### config.mk
export PLATFORM = sky130hd
export DESIGN_NAME = cdb_arbiter_flat
export DESIGN_NICKNAME = d
export VERILOG_FILES = /design/src/issue_ifs.sv /design/src/cdb_arbiter.sv /design/src/flat_wrapper.sv
export VERILOG_INCLUDE_DIRS = /design/src
export SDC_FILE = /design/constraint.sdc
export NUM_CORES = 1
export LEC_CHECK = 0
export ABC_AREA = 1
export BUFFER_PORTS_ARGS = -buffer_cell sky130_fd_sc_hd__buf_2
export CAP_MARGIN = 20
export CELL_PAD_IN_SITES_DETAIL_PLACEMENT = 2
export CELL_PAD_IN_SITES_GLOBAL_PLACEMENT = 2
export CORE_MARGIN = 2
export CORE_UTILIZATION = 10
export DETAILED_ROUTE_END_ITERATION = 8
export GPL_TIMING_DRIVEN = 0
export PLACE_DENSITY_LB_ADDON = 0.1
export SETUP_SLACK_MARGIN = 0.2
export SYNTH_ARGS = -nofsm -noshare
export SYNTH_HDL_FRONTEND = slang
export SYNTH_SLANG_ARGS = --single-unit
### constraint.sdc
create_clock -name vclk -period 1.58
set_input_delay 0.237 -clock vclk [all_inputs]
set_output_delay 0.237 -clock vclk [all_outputs]
set_load 0.05 [all_outputs]
### src/issue_consts.svh
`ifndef ISSUE_CONSTS_SVH
`define ISSUE_CONSTS_SVH

// Shared sizing for the issue stage

// Number of reservation station entries
`define RS_DEPTH 8

// Result tag width, gives 16 tags in flight
`define TAG_W 4

// Integer register width for RV32
`define XLEN 32

// Multiplier pipeline depth
// Partial products need at least two stages
`define MUL_STAGES 3

`endif

### src/issue_ifs.sv
`timescale 1ns/1ps
`include "issue_consts.svh"


// Result from one functional unit toward the CDB arbiter
// Leaves the unit at the edge where valid and grant are both high
interface fu_result_if;
    logic                 valid;
    logic [`TAG_W-1:0]    tag;
    logic [`XLEN-1:0]     data;
    // Driven back by the arbiter
    logic                 grant;

    modport unit (
        output valid, tag, data,
        input  grant
    );

    modport arbiter (
        input  valid, tag, data,
        output grant
    );
endinterface

// Common data bus broadcast
// Valid is a single-cycle strobe per result
interface cdb_if;
    logic                 valid;
    logic [`TAG_W-1:0]    tag;
    logic [`XLEN-1:0]     data;

    modport driver (
        output valid, tag, data
    );

    modport listener (
        input  valid, tag, data
    );
endinterface

### src/cdb_arbiter.sv
`timescale 1ns/1ps

module cdb_arbiter (
    fu_result_if.arbiter mul_res,
    fu_result_if.arbiter alu_res,
    cdb_if.driver        cdb
);

    logic mul_win;
    logic alu_win;

    // Multiplier pipeline cannot stall, so it always wins
    assign mul_win = mul_res.valid;

    // ALU only when the multiplier is silent
    assign alu_win = alu_res.valid && !mul_res.valid;

    assign mul_res.grant = mul_win;
    assign alu_res.grant = alu_win;

    // Drive the broadcast from whichever unit holds the grant
    always_comb begin
        if (mul_win) begin
            cdb.valid = 1'b1;
            cdb.tag   = mul_res.tag;
            cdb.data  = mul_res.data;
        end else if (alu_win) begin
            cdb.valid = 1'b1;
            cdb.tag   = alu_res.tag;
            cdb.data  = alu_res.data;
        end else begin
            // Idle bus
            cdb.valid = 1'b0;
            cdb.tag   = '0;
            cdb.data  = '0;
        end
    end

endmodule

### src/flat_wrapper.sv
// flat-port wrapper written by rule: the top's interface ports become plain ports
module cdb_arbiter_flat 
  (mul_res_valid, mul_res_tag, mul_res_data, mul_res_grant, alu_res_valid, alu_res_tag, alu_res_data, alu_res_grant, cdb_valid, cdb_tag, cdb_data);
  fu_result_if mul_res_i ();
  fu_result_if alu_res_i ();
  cdb_if cdb_i ();
  input wire logic [$bits(mul_res_i.valid)-1:0] mul_res_valid;
  input wire logic [$bits(mul_res_i.tag)-1:0] mul_res_tag;
  input wire logic [$bits(mul_res_i.data)-1:0] mul_res_data;
  output wire logic [$bits(mul_res_i.grant)-1:0] mul_res_grant;
  input wire logic [$bits(alu_res_i.valid)-1:0] alu_res_valid;
  input wire logic [$bits(alu_res_i.tag)-1:0] alu_res_tag;
  input wire logic [$bits(alu_res_i.data)-1:0] alu_res_data;
  output wire logic [$bits(alu_res_i.grant)-1:0] alu_res_grant;
  output wire logic [$bits(cdb_i.valid)-1:0] cdb_valid;
  output wire logic [$bits(cdb_i.tag)-1:0] cdb_tag;
  output wire logic [$bits(cdb_i.data)-1:0] cdb_data;
  assign mul_res_i.valid = mul_res_valid;
  assign mul_res_i.tag = mul_res_tag;
  assign mul_res_i.data = mul_res_data;
  assign mul_res_grant = mul_res_i.grant;
  assign alu_res_i.valid = alu_res_valid;
  assign alu_res_i.tag = alu_res_tag;
  assign alu_res_i.data = alu_res_data;
  assign alu_res_grant = alu_res_i.grant;
  assign cdb_valid = cdb_i.valid;
  assign cdb_tag = cdb_i.tag;
  assign cdb_data = cdb_i.data;
  cdb_arbiter u_core (.mul_res(mul_res_i), .alu_res(alu_res_i), .cdb(cdb_i));
endmodule
==> results.yml <==
yosys:
  synthTopCellsByCount: "nand2_1 (68), nand3_1 (36), buf_6 (9)"
  synth_top_area_cell: "nand2_1"
  yosys-top-cells-area: "nand2_1 (42%), nand3_1 (29%), buf_6 (16%)"
  synth_area_per_cell_um2: 4.95
  synth_most_common_cell: "nand2_1"
  ys.warnings.count: 0
  synth_cell_types: 9
  syn_inst: 124
  netlist_area_um2: 614
  ys_seq_area_frac: 0
  synth.top_cell.area_share: 0.415
  syn_nets: 198
floorplanning:
  num_rows: 28
  core_area_um2: 5920
  die_w_um: 82.4
  initial_utilization: 0.104
  die_area_um2: 6790
  die_h_um: 82.4
  ios: 113
final_layout:
  nets: 312
  insertedDiodeCount: 0
  nClkBuffers: 0
  seq_cells: 0
  fin_cells: 311
  drive_gt1_frac: 0.555
  postLayoutCellArea_um2: 1310
  syn2layout_area_growth_pct: 113
  fillers: 779
  seqCellArea_um2: 0
  multiInputGateArea_um2: 473
drt:
  viasPerCell: 3.96
  drt-total-wl_um: 3720
  drc: 0
  first_pass_iters: 4
  num_vias: 1232
  routedWlPerCell_um: 12.0
  drtAntennaViolNets: 0
  drt_iter0_drc: 15
grt:
  grt_pass1_vias: 1194
  grt_max_degree: 11
  grt_pass1_wl_um: 5440
  grt_usage: 0.0989
  grt_overflow_total: 0
  antenna_found_initial: 0
flow_run:
  cap_viol_max_count: 0
pwr:
  p_leak_nw: 0.858
  finalPower_w: 0.000599
  clkPwrFrac: 0
  irDropWorstVdd_mv: 0.0989
  power_density_nw_per_um2: 457
  intPower_w: 0.000193
  swShare: 0.677
  combPwrFrac: 1.000
  p_sw_w: 0.000406
  seq_power_share: 0
timing:
  finalMaxSlewViolations: 0
  relSlewSlack: 0.826
  worst_slew_pin_slew_ns: 0.262
  finalSetupTns_ns: 0
  fin_crit_sh: 0.828
  fin_ws_ns: 0.272
  rsz0062_at_grt: "no"
  fin_crit_ns: 1.31
  setup_viol: 0
  fmax_mhz: 764
  hold_violations: 0
hold_path:
  holdCritPathClass: "input port to output pin"
  hold_start: "mul_res_data[13]"
  whs_endpoint: "cdb_data[13]"
  whs_path_depth: 4
placement:
  dp_slack_ns: 0.186
  place_congestion: 0.642
  dp_cells: 311
  place_area_um2: 1270
  dpl.hpwl_um: 3190
  port_buffers: 112
critical_path:
  arrival_ns: 1.07
  endpoint_kind: "output pin"
  path_max_fanout: 10
  critPathRequiredTime_ns: 1.34
  start_kind: "input port"
  path_class: "input port to output pin"
outcome:
  status: "complete, no violations"
clock_tree:
  cts_hold_buf: 0
## cells in the final DEF, fill, tap and decap left out, drive strengths merged
cell type  count
buf          116
nand2         73
nand3         36
clkbuf         8
inv            2
nor2           1
## how the worst max path moves through the flow
stage / slack (ns) / endpoint / depth (start not counted) / startpoint
floorplan: 0.37 / alu_res_grant / 4 / alu_res_valid
finish: 0.27 / cdb_data[10] / 6 / mul_res_valid
detailed placement: 0.19 / cdb_data[11] / 6 / mul_res_valid
global placement: 0.19 / cdb_data[11] / 6 / mul_res_valid
CTS: 0.20 / cdb_data[19] / 6 / mul_res_valid
global route: 0.21 / cdb_data[20] / 6 / mul_res_valid
## final cells by class
class              instances  area share
plain buffers             12       0.104
inverters                  2     0.00763
multi-input cells        110       0.361
well taps                 75      0.0716
repair buffers           112       0.456
## what timing repair did
action,in CTS,in global routing
resized for setup,7,9
setup buffers,0,0
pin swaps,0,0
endpoints found under the setup margin,7,23
hold endpoints to repair,0,0
## power by group through the flow
stage          Clock (W)  Combinational (W)  Sequential [W]
6_report               0           0.000599               0
3_5_place_dp           0           0.000590               0
2_1_floorplan          0           0.000398               0
4_1_cts                0           0.000600               0
5_1_grt                0           0.000644               0
3_3_place_gp           0           0.000588               0
## worst max-delay path: stages
cell	delay, ns
buf_2	0.13
buf_6	0.17
buf_6	0.15
nand2_1	0.05
nand2_1	0.07
buf_2	0.26
## layer usage
layer  up-vias  track usage  routed length, um
li1        619            -                  -
met1       551        0.118               1450
met2        62        0.186               1840
met3         0       0.0261                430
met4         0            0                  0
met5         -            0                  0
## metrics by stage
step                 util  hold WS [ns]
floorplan               -         0.641
global placement    0.215         0.862
CTS                 0.218         0.839
global route        0.221         0.861
finish              0.221         0.833
detailed placement  0.215         0.866
## kinds of logic after synthesis
family                 Yosys count  share of synthesized area
buffers and inverters           14                      0.234
AND/OR/NAND/NOR                110                      0.766
No activity file was read; power rests on OpenSTA's default activity.
