## src/issue_consts.svh

```systemverilog
`ifndef ISSUE_CONSTS_SVH
`define ISSUE_CONSTS_SVH

// Shared sizing for the issue stage

// Number of reservation station entries
`define RS_DEPTH 8

// Result tag width, gives 16 tags in flight
`define TAG_W 4

// Integer register width for RV32
`define XLEN 32

// Multiplier pipeline depth
// Partial products need at least two stages
`define MUL_STAGES 3

`endif

```

## src/issue_pkg.sv

```systemverilog
`include "issue_consts.svh"

package issue_pkg;

    // Operations accepted by the issue stage
    // Encoding fits in four bits with room left over
    typedef enum logic [3:0] {
        op_add   = 4'd0,
        op_sub   = 4'd1,
        op_and   = 4'd2,
        op_or    = 4'd3,
        op_xor   = 4'd4,
        op_sll   = 4'd5,
        op_srl   = 4'd6,
        op_sra   = 4'd7,
        op_slt   = 4'd8,
        op_sltu  = 4'd9,
        op_mul   = 4'd10,
        op_mulhu = 4'd11
    } alu_op_e;

    // Functional unit that executes an operation
    typedef enum logic {
        fu_alu = 1'b0,
        fu_mul = 1'b1
    } fu_sel_e;

    // Route multiplies to the multiplier, everything else to the ALU
    function automatic fu_sel_e unit_of(input alu_op_e op);
        if (op == op_mul || op == op_mulhu) begin
            return fu_mul;
        end
        return fu_alu;
    endfunction

    // One reservation station slot
    // A source is either a captured value or a tag still pending
    typedef struct packed {
        logic                valid;
        alu_op_e             op;
        logic                src1_ready;
        logic [`TAG_W-1:0]   src1_tag;
        logic [`XLEN-1:0]    src1_val;
        logic                src2_ready;
        logic [`TAG_W-1:0]   src2_tag;
        logic [`XLEN-1:0]    src2_val;
        logic [`TAG_W-1:0]   dest_tag;
    } rs_entry_t;

endpackage

```

## src/issue_ifs.sv

```systemverilog
`timescale 1ns/1ps
`include "issue_consts.svh"

// Request from the station to one functional unit
// Taken on a rising edge when valid and ready are both high
interface fu_req_if;
    logic                 valid;
    issue_pkg::alu_op_e   op;
    logic [`XLEN-1:0]     a;
    logic [`XLEN-1:0]     b;
    logic [`TAG_W-1:0]    tag;
    // Level signal from the unit
    logic                 ready;

    modport issuer (
        output valid, op, a, b, tag,
        input  ready
    );

    modport unit (
        input  valid, op, a, b, tag,
        output ready
    );
endinterface

// Result from one functional unit toward the CDB arbiter
// Leaves the unit at the edge where valid and grant are both high
interface fu_result_if;
    logic                 valid;
    logic [`TAG_W-1:0]    tag;
    logic [`XLEN-1:0]     data;
    // Driven back by the arbiter
    logic                 grant;

    modport unit (
        output valid, tag, data,
        input  grant
    );

    modport arbiter (
        input  valid, tag, data,
        output grant
    );
endinterface


```

## src/mult_unit.sv

```systemverilog
`timescale 1ns/1ps
`include "issue_consts.svh"

module mult_unit (
    input  logic      clk,
    input  logic      rst,
    fu_req_if.unit    req,
    fu_result_if.unit res
);

    localparam int HALF = `XLEN / 2;
    localparam int LAST = `MUL_STAGES - 1;

    // Per-stage control
    logic [`MUL_STAGES-1:0] st_valid;
    logic                   st_hi  [`MUL_STAGES];
    logic [`TAG_W-1:0]      st_tag [`MUL_STAGES];

    // First stage holds four half-width partial products
    logic [`XLEN-1:0]       pp_ll;
    logic [`XLEN-1:0]       pp_lh;
    logic [`XLEN-1:0]       pp_hl;
    logic [`XLEN-1:0]       pp_hh;

    // Full product from stage 1 onward
    logic [2*`XLEN-1:0]     st_prod [1:LAST];

    // Pipeline never stalls, so the unit always accepts
    assign req.ready = 1'b1;

    always_ff @(posedge clk) begin
        if (rst) begin
            st_valid <= '0;
        end else begin
            st_valid[0] <= req.valid && req.ready;
            for (int i = 1; i < `MUL_STAGES; i++) begin
                st_valid[i] <= st_valid[i-1];
            end
        end
    end

    always_ff @(posedge clk) begin
        st_tag[0] <= req.tag;
        st_hi[0]  <= (req.op == issue_pkg::op_mulhu);
        pp_ll     <= req.a[HALF-1:0] * req.b[HALF-1:0];
        pp_lh     <= req.a[HALF-1:0] * req.b[`XLEN-1:HALF];
        pp_hl     <= req.a[`XLEN-1:HALF] * req.b[HALF-1:0];
        pp_hh     <= req.a[`XLEN-1:HALF] * req.b[`XLEN-1:HALF];
        for (int i = 1; i < `MUL_STAGES; i++) begin
            st_tag[i] <= st_tag[i-1];
            st_hi[i]  <= st_hi[i-1];
        end
        // Cross terms sit half a word up
        st_prod[1] <= {pp_hh, pp_ll}
                    + {{HALF{1'b0}}, pp_lh, {HALF{1'b0}}}
                    + {{HALF{1'b0}}, pp_hl, {HALF{1'b0}}};
        for (int i = 2; i < `MUL_STAGES; i++) begin
            st_prod[i] <= st_prod[i-1];
        end
    end

    // Last stage picks the word, single-cycle valid
    assign res.valid = st_valid[LAST];
    assign res.tag   = st_tag[LAST];
    assign res.data  = st_hi[LAST] ? st_prod[LAST][2*`XLEN-1:`XLEN]
                                   : st_prod[LAST][`XLEN-1:0];

endmodule

```

## src/flat_wrapper.sv

```systemverilog
// flat-port wrapper written by rule: the top's interface ports become plain ports
module mult_unit_flat 
  (clk, rst, req_valid, req_op, req_a, req_b, req_tag, req_ready, res_valid, res_tag, res_data, res_grant);
  fu_req_if req_i ();
  fu_result_if res_i ();
  input  logic clk;
  input  logic rst;
  input wire logic [$bits(req_i.valid)-1:0] req_valid;
  input wire logic [$bits(req_i.op)-1:0] req_op;
  input wire logic [$bits(req_i.a)-1:0] req_a;
  input wire logic [$bits(req_i.b)-1:0] req_b;
  input wire logic [$bits(req_i.tag)-1:0] req_tag;
  output wire logic [$bits(req_i.ready)-1:0] req_ready;
  output wire logic [$bits(res_i.valid)-1:0] res_valid;
  output wire logic [$bits(res_i.tag)-1:0] res_tag;
  output wire logic [$bits(res_i.data)-1:0] res_data;
  input wire logic [$bits(res_i.grant)-1:0] res_grant;
  assign req_i.valid = req_valid;
  assign req_i.op = req_op;
  assign req_i.a = req_a;
  assign req_i.b = req_b;
  assign req_i.tag = req_tag;
  assign req_ready = req_i.ready;
  assign res_valid = res_i.valid;
  assign res_tag = res_i.tag;
  assign res_data = res_i.data;
  assign res_i.grant = res_grant;
  mult_unit u_core (.clk(clk), .rst(rst), .req(req_i), .res(res_i));
endmodule
```

## config.mk

```make
export PLATFORM = sky130hd
export DESIGN_NAME = mult_unit_flat
export DESIGN_NICKNAME = d
export VERILOG_FILES = /design/src/issue_pkg.sv /design/src/issue_ifs.sv /design/src/mult_unit.sv /design/src/flat_wrapper.sv
export VERILOG_INCLUDE_DIRS = /design/src
export SDC_FILE = /design/constraint.sdc
export NUM_CORES = 2
export LEC_CHECK = 0
export BUFFER_PORTS_ARGS = -buffer_cell sky130_fd_sc_hd__buf_2
export CAP_MARGIN = 20
export CORE_MARGIN = 1.5
export CORE_UTILIZATION = 65
export DETAILED_ROUTE_END_ITERATION = 10
export GPL_TIMING_DRIVEN = 0
export PLACE_DENSITY_LB_ADDON = 0.12
export SYNTH_ARGS = -nofsm -noshare
export SYNTH_HDL_FRONTEND = slang
export SYNTH_SLANG_ARGS = --single-unit
```

## constraint.sdc

```tcl
create_clock -name clk -period 18.7 [get_ports clk]
set_input_delay 0.935 -clock clk [delete_from_list [all_inputs] [get_ports clk]]
set_output_delay 0.935 -clock clk [all_outputs]
set_load 0.02 [all_outputs]
```

==> flow_metrics.env <==
export IMPL_outcome="completed"
export IMPL_rsz0062_at_grt="no"
export IMPL_synthFlopType="dfxtp_1"
export IMPL_cts_resized=0
export IMPL_firstDrtPassIters=5
export IMPL_antenna_found_initial=12
export IMPL_max_slew_worst_pin_slew_ns=1.209
export IMPL_cp_start_kind="input pin"
export IMPL_synth_nets=5861
export IMPL_slew_headroom=0.1942
export IMPL_cts_setup_buffers=0
export IMPL_synthAdderAreaFrac=0.5159
export IMPL_h_tree_depth=1
export IMPL_hp_start="u_core.st_prod[1][16]$_DFF_P_"
export IMPL_hold_depth=0
export IMPL_avgSynthCellArea_sq_um=9.332
export IMPL_final_max_slew_violation_count=0
export IMPL_numCtsBuffers=26
export IMPL_grt_overflow_total=0
export IMPL_synth_warnings=0
export IMPL_track_usage=0.3938
export IMPL_skew_ns=0.01390
export IMPL_synth_compound_area_share=0.05931
export IMPL_fin_nets=6001
export IMPL_drc=0
export IMPL_reg2reg_to="u_core.st_prod[1][59]$_DFF_P_"
export IMPL_worstRegToRegCells=13
export IMPL_cts_buffer_depth=3
export IMPL_finalSetupViolations=0
export IMPL_synth_area_sq_mm=0.04226
export IMPL_drive_gt1_frac=0.04778
export IMPL_hold_buffers=0
export IMPL_worstPathRequired_ns=19.10
export IMPL_fin_setup_tns_ns=0
export IMPL_endpoint_kind="flip-flop"
export IMPL_critPathKind="input pin to flip-flop"
export IMPL_hold_class="flip-flop to flip-flop"
export IMPL_drv_cap=0
export IMPL_post_route_period_util=0.4056
export IMPL_rows=93
export IMPL_tritoncts="done"
export IMPL_synthTopCellsByArea="fa_1 38%, ha_1 13%, dfxtp_1 13%, inv_1 8.1%, and2_1 7.0%"
export IMPL_vias=31885
export IMPL_netlist_top_cells_count="911 x inv_1, 809 x fa_1, 609 x nand2_1"
export IMPL_areaGrowthSynthToFinish_pct=6.091
export IMPL_seqCellArea_sq_mm=0.005485
export IMPL_ys_types=78
export IMPL_synth_top_cell_area_share=0.3833
export IMPL_numPortBuffers=111
export IMPL_core_area_sq_mm=0.06435
export IMPL_fillers=5180
export IMPL_io_pins=114
export IMPL_synth_edff_count=0
export IMPL_path_max_fanout=10
export IMPL_dieHeight_microns=258.0
export IMPL_syn_inst=4528
export IMPL_die_area_sq_mm=0.06655
export IMPL_synth_top_area_cell="fa_1"
export IMPL_final_hold_viol_count=0
export IMPL_r2r_start="u_core.pp_hl[1]$_DFF_P_"
export IMPL_ys_seq_area_frac=0.1298
export IMPL_via_per_inst=5.747
export IMPL_async_flop_share=0
export IMPL_post_dp_hpwl_mm=106.5
export IMPL_multiInputGateArea_sq_mm=0.03252
export IMPL_clk_pin_slew_worst_paths_ns=0.06
export IMPL_grt_pass1_wl_mm=193.4
export IMPL_min_period_ns=7.585
export IMPL_grt_max_degree=18
export IMPL_root_buffer="clkbuf_16"
export IMPL_reg2reg_setup_slack_ns=15.03
export IMPL_ant_nets=0
export IMPL_die_x_microns=258.0
export IMPL_clock_sinks=274
export IMPL_place_gp_congestion=1.009
export IMPL_grt_pass1_vias=32533
export IMPL_clk_latency_ns=0.56
export IMPL_synth_mux_area_frac=0.008794
export IMPL_cp_arrival_ns=7.99
export IMPL_ys_seq_elements=274
export IMPL_post_drt_wl_per_cell_microns=23.14
export IMPL_synth_top_family_by_area="adder cells"
export IMPL_holdPathEnd="u_core.st_prod[2][16]$_DFF_P_"
export IMPL_routed_wl_mm=128.4
export IMPL_max_freq_ghz=0.1318
export IMPL_synth_simple_area_share=0.1526
export IMPL_drtIter0Drc=2964
export IMPL_start_util=0.6567
export IMPL_synthXorXnorAreaFrac=0.03275
export IMPL_synth_most_common_cell="inv_1"
==> worst max-delay path by stage <==
stage | from | end | slack [ns] | cells after the start
2_1_floorplan | req_a[26] | u_core.pp_hh[30]$_DFF_P_ | 12.14 | 21
3_3_place_gp | req_a[14] | u_core.pp_lh[31]$_DFF_P_ | 10.84 | 22
3_5_place_dp | req_a[10] | u_core.pp_lh[30]$_DFF_P_ | 10.82 | 22
4_1_cts | req_a[10] | u_core.pp_lh[30]$_DFF_P_ | 11.40 | 22
5_1_grt | req_a[10] | u_core.pp_lh[30]$_DFF_P_ | 10.96 | 22
6_report | req_a[10] | u_core.pp_lh[30]$_DFF_P_ | 11.11 | 22
==> registers in the layout (all words and copies together), names as in the netlist <==
| register | cells |
|---|---|
| u_core.st_hi | 3 |
| u_core.st_tag | 12 |
| u_core.pp_hh | 32 |
| u_core.st_valid | 3 |
| u_core.pp_lh | 32 |
| u_core.st_prod | 128 |
| u_core.pp_ll | 32 |
| u_core.pp_hl | 32 |
==> metal layers <==
layer  routed length (microns)  vias to the layer above  track usage
li1                          -                    13931            -
met1                     48380                    15686       0.5157
met2                     56120                     1862       0.6074
met3                     16620                      400       0.1162
met4                      7225                        6       0.1785
met5                        36                        -            0
==> cell usage in the layout, fill, tap and decap left out, types with 20 or more instances in the layout <==
cell type,Yosys,layout
ha_1,448,448
inv_1,911,911
a21oi_1,115,115
nand3_1,26,26
buf_2,1,112
nand2_1,609,609
nor2b_1,25,25
clkbuf_1,208,208
xor2_1,52,52
nor2_1,76,76
fa_1,809,809
clkbuf_16,0,26
and2_1,476,476
nand4_1,20,20
o21ai_0,48,48
a21o_1,84,84
dfxtp_1,274,274
xnor2_1,106,106
mux2_2,33,33
==> layout make-up <==
type / count / area share
antenna: 5 / 0.0002791
buffer: 217 / 0.01862
clock buffer: 29 / 0.01543
clock inverter: 19 / 0.005108
inverter: 911 / 0.07628
multi-input combinational: 3126 / 0.7253
sequential: 274 / 0.1224
tap: 855 / 0.02386
timing repair buffer: 112 / 0.01273
==> critical path, stage by stage <==
cell and delay (ns):
buf_2 0.19, clkbuf_1 0.92, nand2_1 0.20, fa_1 0.56, fa_1 0.61, fa_1 0.49
fa_1 0.56, inv_1 0.05, fa_1 0.48, inv_1 0.06, fa_1 0.50, inv_1 0.05
ha_1 0.36, a21o_1 0.20, a21oi_1 0.14, nor2b_1 0.06, a311o_1 0.41, o41ai_2 0.39
a31o_1 0.26, o21ai_1 0.09, a21oi_1 0.18, xnor2_1 0.28
==> cell families (layout without fill, tap and decap cells) <==
logic type,count (synthesis),count (layout)
flops,274,274
other cells,1,6
mux,33,33
compound gates,371,371
xor+xnor,158,158
simple gates,1306,1306
buf+inv,1128,1288
fa+ha+maj,1257,1257
==> per-stage QoR <==
step                      instances  worst slack, ns  utilization  hold slack [ns]  area (sq um)
after CTS                      5542            11.40       0.6962           0.3269         44800
after floorplan                4528            12.14            -           0.3096         42260
after detailed placement       5494            10.82       0.6819           0.3121         43880
final                          5548            11.11       0.6967           0.3241         44830
after global placement         5494            10.84       0.6819           0.3098         43880
after global routing           5544            10.96       0.6965           0.3308         44820
Power is not shown: default switching activity piles up to over one toggle a cycle in this logic, so the estimate is an artifact.
