--- config.mk ---
export PLATFORM = sky130hd
export DESIGN_NAME = reservation_station_flat
export DESIGN_NICKNAME = d
export VERILOG_FILES = /design/src/issue_pkg.sv /design/src/issue_ifs.sv /design/src/reservation_station.sv /design/src/flat_wrapper.sv
export VERILOG_INCLUDE_DIRS = /design/src
export SDC_FILE = /design/constraint.sdc
export NUM_CORES = 2
export LEC_CHECK = 0
export BUFFER_PORTS_ARGS = -buffer_cell sky130_fd_sc_hd__buf_2
export CAP_MARGIN = 15
export CORE_ASPECT_RATIO = 1.5
export CORE_MARGIN = 8
export CORE_UTILIZATION = 50
export CTS_CLUSTER_DIAMETER = 100
export DETAILED_ROUTE_END_ITERATION = 12
export GPL_TIMING_DRIVEN = 0
export PLACE_DENSITY = 0.81
export SYNTH_ARGS = -nofsm -noshare
export SYNTH_HDL_FRONTEND = slang
export SYNTH_SLANG_ARGS = --single-unit
--- constraint.sdc ---
create_clock -name clk -period 4.4 [get_ports clk]
set_clock_uncertainty 0.15 [all_clocks]
set_input_delay 0.44 -clock clk [delete_from_list [all_inputs] [get_ports clk]]
set_output_delay 0.44 -clock clk [all_outputs]
set_load 0.05 [all_outputs]
--- src/issue_consts.svh ---
`ifndef ISSUE_CONSTS_SVH
`define ISSUE_CONSTS_SVH

// Shared sizing for the issue stage

// Number of reservation station entries
`define RS_DEPTH 8

// Result tag width, gives 16 tags in flight
`define TAG_W 4

// Integer register width for RV32
`define XLEN 32

// Multiplier pipeline depth
// Partial products need at least two stages
`define MUL_STAGES 3

`endif

--- src/issue_pkg.sv ---
`include "issue_consts.svh"

package issue_pkg;

    // Operations accepted by the issue stage
    // Encoding fits in four bits with room left over
    typedef enum logic [3:0] {
        op_add   = 4'd0,
        op_sub   = 4'd1,
        op_and   = 4'd2,
        op_or    = 4'd3,
        op_xor   = 4'd4,
        op_sll   = 4'd5,
        op_srl   = 4'd6,
        op_sra   = 4'd7,
        op_slt   = 4'd8,
        op_sltu  = 4'd9,
        op_mul   = 4'd10,
        op_mulhu = 4'd11
    } alu_op_e;

    // Functional unit that executes an operation
    typedef enum logic {
        fu_alu = 1'b0,
        fu_mul = 1'b1
    } fu_sel_e;

    // Route multiplies to the multiplier, everything else to the ALU
    function automatic fu_sel_e unit_of(input alu_op_e op);
        if (op == op_mul || op == op_mulhu) begin
            return fu_mul;
        end
        return fu_alu;
    endfunction

    // One reservation station slot
    // A source is either a captured value or a tag still pending
    typedef struct packed {
        logic                valid;
        alu_op_e             op;
        logic                src1_ready;
        logic [`TAG_W-1:0]   src1_tag;
        logic [`XLEN-1:0]    src1_val;
        logic                src2_ready;
        logic [`TAG_W-1:0]   src2_tag;
        logic [`XLEN-1:0]    src2_val;
        logic [`TAG_W-1:0]   dest_tag;
    } rs_entry_t;

endpackage

--- src/issue_ifs.sv ---
`timescale 1ns/1ps
`include "issue_consts.svh"

// Request from the station to one functional unit
// Taken on a rising edge when valid and ready are both high
interface fu_req_if;
    logic                 valid;
    issue_pkg::alu_op_e   op;
    logic [`XLEN-1:0]     a;
    logic [`XLEN-1:0]     b;
    logic [`TAG_W-1:0]    tag;
    // Level signal from the unit
    logic                 ready;

    modport issuer (
        output valid, op, a, b, tag,
        input  ready
    );

    modport unit (
        input  valid, op, a, b, tag,
        output ready
    );
endinterface


// Common data bus broadcast
// Valid is a single-cycle strobe per result
interface cdb_if;
    logic                 valid;
    logic [`TAG_W-1:0]    tag;
    logic [`XLEN-1:0]     data;

    modport driver (
        output valid, tag, data
    );

    modport listener (
        input  valid, tag, data
    );
endinterface

--- src/reservation_station.sv ---
`timescale 1ns/1ps
`include "issue_consts.svh"

module reservation_station (
    input  logic                  clk,
    input  logic                  rst,
    input  logic                  dispatch_valid,
    input  issue_pkg::alu_op_e    dispatch_op,
    input  logic                  dispatch_src1_ready,
    input  logic [`TAG_W-1:0]     dispatch_src1_tag,
    input  logic [`XLEN-1:0]      dispatch_src1_val,
    input  logic                  dispatch_src2_ready,
    input  logic [`TAG_W-1:0]     dispatch_src2_tag,
    input  logic [`XLEN-1:0]      dispatch_src2_val,
    input  logic [`TAG_W-1:0]     dispatch_dest_tag,
    output logic                  full,
    fu_req_if.issuer              alu_req,
    fu_req_if.issuer              mul_req,
    cdb_if.listener               cdb
);

    localparam int IDX_W = $clog2(`RS_DEPTH);

    // Entry table
    issue_pkg::rs_entry_t entries [`RS_DEPTH];

    // Incoming entry after the same-cycle CDB bypass
    issue_pkg::rs_entry_t new_entry;

    logic [IDX_W-1:0] free_idx;
    logic [IDX_W-1:0] alu_idx;
    logic [IDX_W-1:0] mul_idx;
    logic             alu_found;
    logic             mul_found;
    logic             dispatch_take;
    logic             alu_take;
    logic             mul_take;

    // Lowest free slot, and full when no slot is free
    always_comb begin
        free_idx = '0;
        full     = 1'b1;
        // Walk downward so the lowest index wins
        for (int i = `RS_DEPTH - 1; i >= 0; i--) begin
            if (!entries[i].valid) begin
                free_idx = IDX_W'(i);
                full     = 1'b0;
            end
        end
    end

    // Pick the oldest-position ready entry per unit
    always_comb begin
        alu_found = 1'b0;
        alu_idx   = '0;
        mul_found = 1'b0;
        mul_idx   = '0;
        for (int i = `RS_DEPTH - 1; i >= 0; i--) begin
            if (entries[i].valid && entries[i].src1_ready && entries[i].src2_ready) begin
                if (issue_pkg::unit_of(entries[i].op) == issue_pkg::fu_mul) begin
                    mul_found = 1'b1;
                    mul_idx   = IDX_W'(i);
                end else begin
                    alu_found = 1'b1;
                    alu_idx   = IDX_W'(i);
                end
            end
        end
    end

    // Build the dispatched entry
    always_comb begin
        new_entry.valid    = 1'b1;
        new_entry.op       = dispatch_op;
        new_entry.dest_tag = dispatch_dest_tag;
        new_entry.src1_tag = dispatch_src1_tag;
        new_entry.src2_tag = dispatch_src2_tag;

        // Source 1, catch a result passing by on the CDB this cycle
        if (dispatch_src1_ready) begin
            new_entry.src1_ready = 1'b1;
            new_entry.src1_val   = dispatch_src1_val;
        end else if (cdb.valid && cdb.tag == dispatch_src1_tag) begin
            new_entry.src1_ready = 1'b1;
            new_entry.src1_val   = cdb.data;
        end else begin
            new_entry.src1_ready = 1'b0;
            new_entry.src1_val   = dispatch_src1_val;
        end

        // Source 2, same bypass
        if (dispatch_src2_ready) begin
            new_entry.src2_ready = 1'b1;
            new_entry.src2_val   = dispatch_src2_val;
        end else if (cdb.valid && cdb.tag == dispatch_src2_tag) begin
            new_entry.src2_ready = 1'b1;
            new_entry.src2_val   = cdb.data;
        end else begin
            new_entry.src2_ready = 1'b0;
            new_entry.src2_val   = dispatch_src2_val;
        end
    end

    assign dispatch_take = dispatch_valid && !full;
    assign alu_take      = alu_req.valid && alu_req.ready;
    assign mul_take      = mul_req.valid && mul_req.ready;

    always_ff @(posedge clk) begin
        if (rst) begin
            for (int i = 0; i < `RS_DEPTH; i++) begin
                entries[i].valid <= 1'b0;
            end
        end else begin
            // Wakeup of waiting sources from the broadcast
            for (int i = 0; i < `RS_DEPTH; i++) begin
                if (entries[i].valid && cdb.valid) begin
                    if (!entries[i].src1_ready && cdb.tag == entries[i].src1_tag) begin
                        entries[i].src1_ready <= 1'b1;
                        entries[i].src1_val   <= cdb.data;
                    end
                    if (!entries[i].src2_ready && cdb.tag == entries[i].src2_tag) begin
                        entries[i].src2_ready <= 1'b1;
                        entries[i].src2_val   <= cdb.data;
                    end
                end
            end
            // Free issued entries, one per unit at most
            if (alu_take) begin
                entries[alu_idx].valid <= 1'b0;
            end
            if (mul_take) begin
                entries[mul_idx].valid <= 1'b0;
            end
            // Free slot is never the one being issued
            if (dispatch_take) begin
                entries[free_idx] <= new_entry;
            end
        end
    end

    // ALU request port
    assign alu_req.valid = alu_found;
    assign alu_req.op    = entries[alu_idx].op;
    assign alu_req.a     = entries[alu_idx].src1_val;
    assign alu_req.b     = entries[alu_idx].src2_val;
    assign alu_req.tag   = entries[alu_idx].dest_tag;

    // Multiplier request port
    assign mul_req.valid = mul_found;
    assign mul_req.op    = entries[mul_idx].op;
    assign mul_req.a     = entries[mul_idx].src1_val;
    assign mul_req.b     = entries[mul_idx].src2_val;
    assign mul_req.tag   = entries[mul_idx].dest_tag;

endmodule

--- src/flat_wrapper.sv ---
// flat-port wrapper written by rule: the top's interface ports become plain ports
module reservation_station_flat 
  (clk, rst, dispatch_valid, dispatch_op, dispatch_src1_ready, dispatch_src1_tag, dispatch_src1_val, dispatch_src2_ready, dispatch_src2_tag, dispatch_src2_val, dispatch_dest_tag, full, alu_req_valid, alu_req_op, alu_req_a, alu_req_b, alu_req_tag, alu_req_ready, mul_req_valid, mul_req_op, mul_req_a, mul_req_b, mul_req_tag, mul_req_ready, cdb_valid, cdb_tag, cdb_data);
  fu_req_if alu_req_i ();
  fu_req_if mul_req_i ();
  cdb_if cdb_i ();
  input  logic clk;
  input  logic rst;
  input  logic dispatch_valid;
  input  issue_pkg::alu_op_e dispatch_op;
  input  logic dispatch_src1_ready;
  input  logic [`TAG_W-1:0] dispatch_src1_tag;
  input  logic [`XLEN-1:0] dispatch_src1_val;
  input  logic dispatch_src2_ready;
  input  logic [`TAG_W-1:0] dispatch_src2_tag;
  input  logic [`XLEN-1:0] dispatch_src2_val;
  input  logic [`TAG_W-1:0] dispatch_dest_tag;
  output logic full;
  output wire logic [$bits(alu_req_i.valid)-1:0] alu_req_valid;
  output wire logic [$bits(alu_req_i.op)-1:0] alu_req_op;
  output wire logic [$bits(alu_req_i.a)-1:0] alu_req_a;
  output wire logic [$bits(alu_req_i.b)-1:0] alu_req_b;
  output wire logic [$bits(alu_req_i.tag)-1:0] alu_req_tag;
  input wire logic [$bits(alu_req_i.ready)-1:0] alu_req_ready;
  output wire logic [$bits(mul_req_i.valid)-1:0] mul_req_valid;
  output wire logic [$bits(mul_req_i.op)-1:0] mul_req_op;
  output wire logic [$bits(mul_req_i.a)-1:0] mul_req_a;
  output wire logic [$bits(mul_req_i.b)-1:0] mul_req_b;
  output wire logic [$bits(mul_req_i.tag)-1:0] mul_req_tag;
  input wire logic [$bits(mul_req_i.ready)-1:0] mul_req_ready;
  input wire logic [$bits(cdb_i.valid)-1:0] cdb_valid;
  input wire logic [$bits(cdb_i.tag)-1:0] cdb_tag;
  input wire logic [$bits(cdb_i.data)-1:0] cdb_data;
  assign alu_req_valid = alu_req_i.valid;
  assign alu_req_op = alu_req_i.op;
  assign alu_req_a = alu_req_i.a;
  assign alu_req_b = alu_req_i.b;
  assign alu_req_tag = alu_req_i.tag;
  assign alu_req_i.ready = alu_req_ready;
  assign mul_req_valid = mul_req_i.valid;
  assign mul_req_op = mul_req_i.op;
  assign mul_req_a = mul_req_i.a;
  assign mul_req_b = mul_req_i.b;
  assign mul_req_tag = mul_req_i.tag;
  assign mul_req_i.ready = mul_req_ready;
  assign cdb_i.valid = cdb_valid;
  assign cdb_i.tag = cdb_tag;
  assign cdb_i.data = cdb_data;
  reservation_station u_core (.clk(clk), .rst(rst), .dispatch_valid(dispatch_valid), .dispatch_op(dispatch_op), .dispatch_src1_ready(dispatch_src1_ready), .dispatch_src1_tag(dispatch_src1_tag), .dispatch_src1_val(dispatch_src1_val), .dispatch_src2_ready(dispatch_src2_ready), .dispatch_src2_tag(dispatch_src2_tag), .dispatch_src2_val(dispatch_src2_val), .dispatch_dest_tag(dispatch_dest_tag), .full(full), .alu_req(alu_req_i), .mul_req(mul_req_i), .cdb(cdb_i));
endmodule
==> qor.yml <==
finalPower_mw: 14.2
hpwl_mm: 108
antenna_found_initial: 38
synth_top_family_by_area: "multiplexers"
power_frac_comb_pct: 12.0
yosys.area_share.xor_xnor_pct: 1.70
core_um2: 73600
timing.hold.ws_ns: 0.00938
vdd_drop_max_v: 0.000337
nets: 3351
synth-compound-area-share_pct: 13.1
critPathMaxFanout: 10
drt_iter0_markers: 5524
wl_mm: 157
dieArea_um2: 83400
cap_violations: 0
synth_edf_count: 640
min_path_type: "primary input to register"
cts_tree: "done"
firstDrtPassIters: 10
grt_pass1_vias: 31300
antenna_left: 0
syn_inst: 2828
filler_cell_count: 5861
drc: 0
vias: 31900
final_cell_mix: "640 x edfxtp_1, 592 x mux2_2, 347 x buf_2, 149 x a21oi_1, 144 x mux2i_1"
die_y_um: 350
outcome: "complete, but fails checks"
postLayoutSetupSlackWorst_ns: -0.103
critical_path_arrival_ns: 3.91
clk_pin_slew_ns: 0.07
largest_register: "u_core.entries"
place_congestion: 1.03
max-slew-margin-rel_pct: 24.6
drive_gt1_share_pct: 37.9
syn_nets: 2952
postSynthAreaPerCell_um2: 13.1
cts.sinks: 664
grt_overflow: 0
grt_max_degree: 33
rsz0062_at_grt: "yes"
syn_to_final_growth_pct: 17.0
synthAdderAreaFrac_pct: 0
netlist_area_um2: 37100
critPathRequiredTime_ns: 3.81
rows: 122
cts_max_level: 2
worst_pin_slew_ns: 1.12
worstSkewPairLatency_ns: 0.70
power_density_nw_per_um2: 328
portBuffers: 266
synth_flop_cell: "edfxtp_1"
grt_use_total_pct: 36.3
intPower_mw: 10.5
dpl.cell_count: 4122
die_w_um: 238
clk_path_buf_depth: 3
swShare_pct: 26.2
wl_per_cell_um: 36.5
ys_types: 57
yosys.area_share.simple_pct: 4.96
violations: "negative setup slack"
final-setup-viol-count: 5
synth_seq_area_share_pct: 53.1
async_flop_share_pct: 0
io_pins: 271
min_period_over_period_pct: 102
cp-end-kind: "primary output"
start_util_pct: 50.4
p_leak_nw: 16.3
stdcell_count: 4292
root_buffer: "clkbuf_16"
cp-start-kind: "register"
p_sw_mw: 3.73
pre_cts_ws_ns: -0.102
reg.largest.list: "u_core.entries (664)"
largest_reg_flops: 664
hold_violations: 0
path_class: "register to primary output"
viasPerCell: 7.42
cts_made_buffers: 61
fmax_mhz: 222
final_max_slew_viol_count: 0
grt_pass1_wl_mm: 218
yosys_warnings: 0
finalCriticalPeriod_ns: 4.50
clkPwrFrac_pct: 38.2
layout_commonest_cell: "edfxtp_1"
synth.area.mux_share_pct: 23.7
synth_seq_cells: 664
pwr-share-seq_pct: 49.8
[cells by family after synthesis]
group,Yosys count
XOR/XNOR,72
buffers and inverters,300
AND/OR/NAND/NOR,348
flip-flops,664
AO/OA/AOI/OAI,647
multiplexers,797
[cells in the mapped netlist (all sizes together) (12+ instances only)]
library cell	n	area (um2)
xnor2	66	578
and3	59	369
a21o	18	135
a41oi	17	149
mux2	653	7350
nor3	12	60.1
o221ai	71	622
nand2	30	113
a21oi	149	746
o21ai	80	404
nor2	101	379
nand4	86	538
a221oi	53	464
nand3	16	80.1
a32oi	70	613
edfxtp	640	19200
clkbuf	169	634
buf	121	622
mux2i	144	1440
dfxtp	24	480
a222oi	71	711
a211o	72	631
[worst paths after layout]
path | startpoint | endpoint | slack (ns) | cells after the start
setup / recovery | u_core.entries[2][79] | mul_req_a[14] | -0.10 | 9
hold / removal | dispatch_src1_val[21] | u_core.entries[0][62] | 0.009 | 2
setup reg to reg | u_core.entries[0][82] | u_core.entries[5][18] | 0.46 | 7
hold reg to reg | u_core.entries[6][77] | u_core.entries[6][77] | 0.38 | 1
[worst max-delay path, cell delays in order (launching register included)]
cell,delay [ns]
edfxtp_1,0.40
and3b_1,0.25
nor2b_1,0.16
nor4_2,0.52
clkbuf_4,0.49
clkbuf_2,0.44
a32oi_1,0.16
a21oi_1,0.20
a211o_1,0.27
buf_2,0.32
[per-layer routing]
layer	vias to the layer above	share of wire [%]	global-route usage [%]
met5	-	0.049	0.0582
met4	12	11	32.8
met3	1088	14	14.3
met2	3228	44	55.3
met1	15200	31	38.6
li1	12300	-	-
[area by class of cell]
type	instances	area, um2	share of cell area [%]
Multi-Input combinational cell	1864	16600	38.2
Clock buffer	73	1570	3.62
Timing Repair Buffer	341	2370	5.47
Inverter	10	37.5	0.0864
Sequential cell	664	19700	45.4
Antenna cell	23	57.6	0.133
Tap cell	992	1240	2.86
Clock inverter	40	365	0.841
Buffer	285	1510	3.47
[per-stage QoR]
| stage | setup TNS (ns) | cell area [um2] | utilization (%) |
|---|---|---|---|
| after floorplan | 0 | 37200 | - |
| after CTS | 0 | 43000 | 58.5 |
| after detailed placement | -0.289 | 40500 | 55.1 |
| after global placement | -768.05 | 39700 | 54.0 |
| final | -0.148 | 43400 | 59.0 |
| after global routing | -0.930 | 43400 | 59.0 |
[power groups by stage]
stage / Sequential [mW] / Combinational (mW) / Clock (mW)
finish: 7.09 / 1.71 / 5.44
CTS: 7.09 / 1.65 / 5.37
global route: 7.09 / 1.76 / 5.60
global placement: 7.22 / 1.55 / 0
detailed placement: 7.22 / 1.61 / 0
floorplan: 7.20 / 1.04 / 0
[repair_timing]
item / in CTS / in global routing
hold buffers: 28 / 0
pin swaps: 2 / 6
buffers inserted: 3 / 5
cloned: 0 / 1
resized for setup: 109 / 160
setup endpoints to repair: 143 / 133
hold endpoints to repair: 154 / 0
No activity file was read; power rests on OpenSTA's default activity.
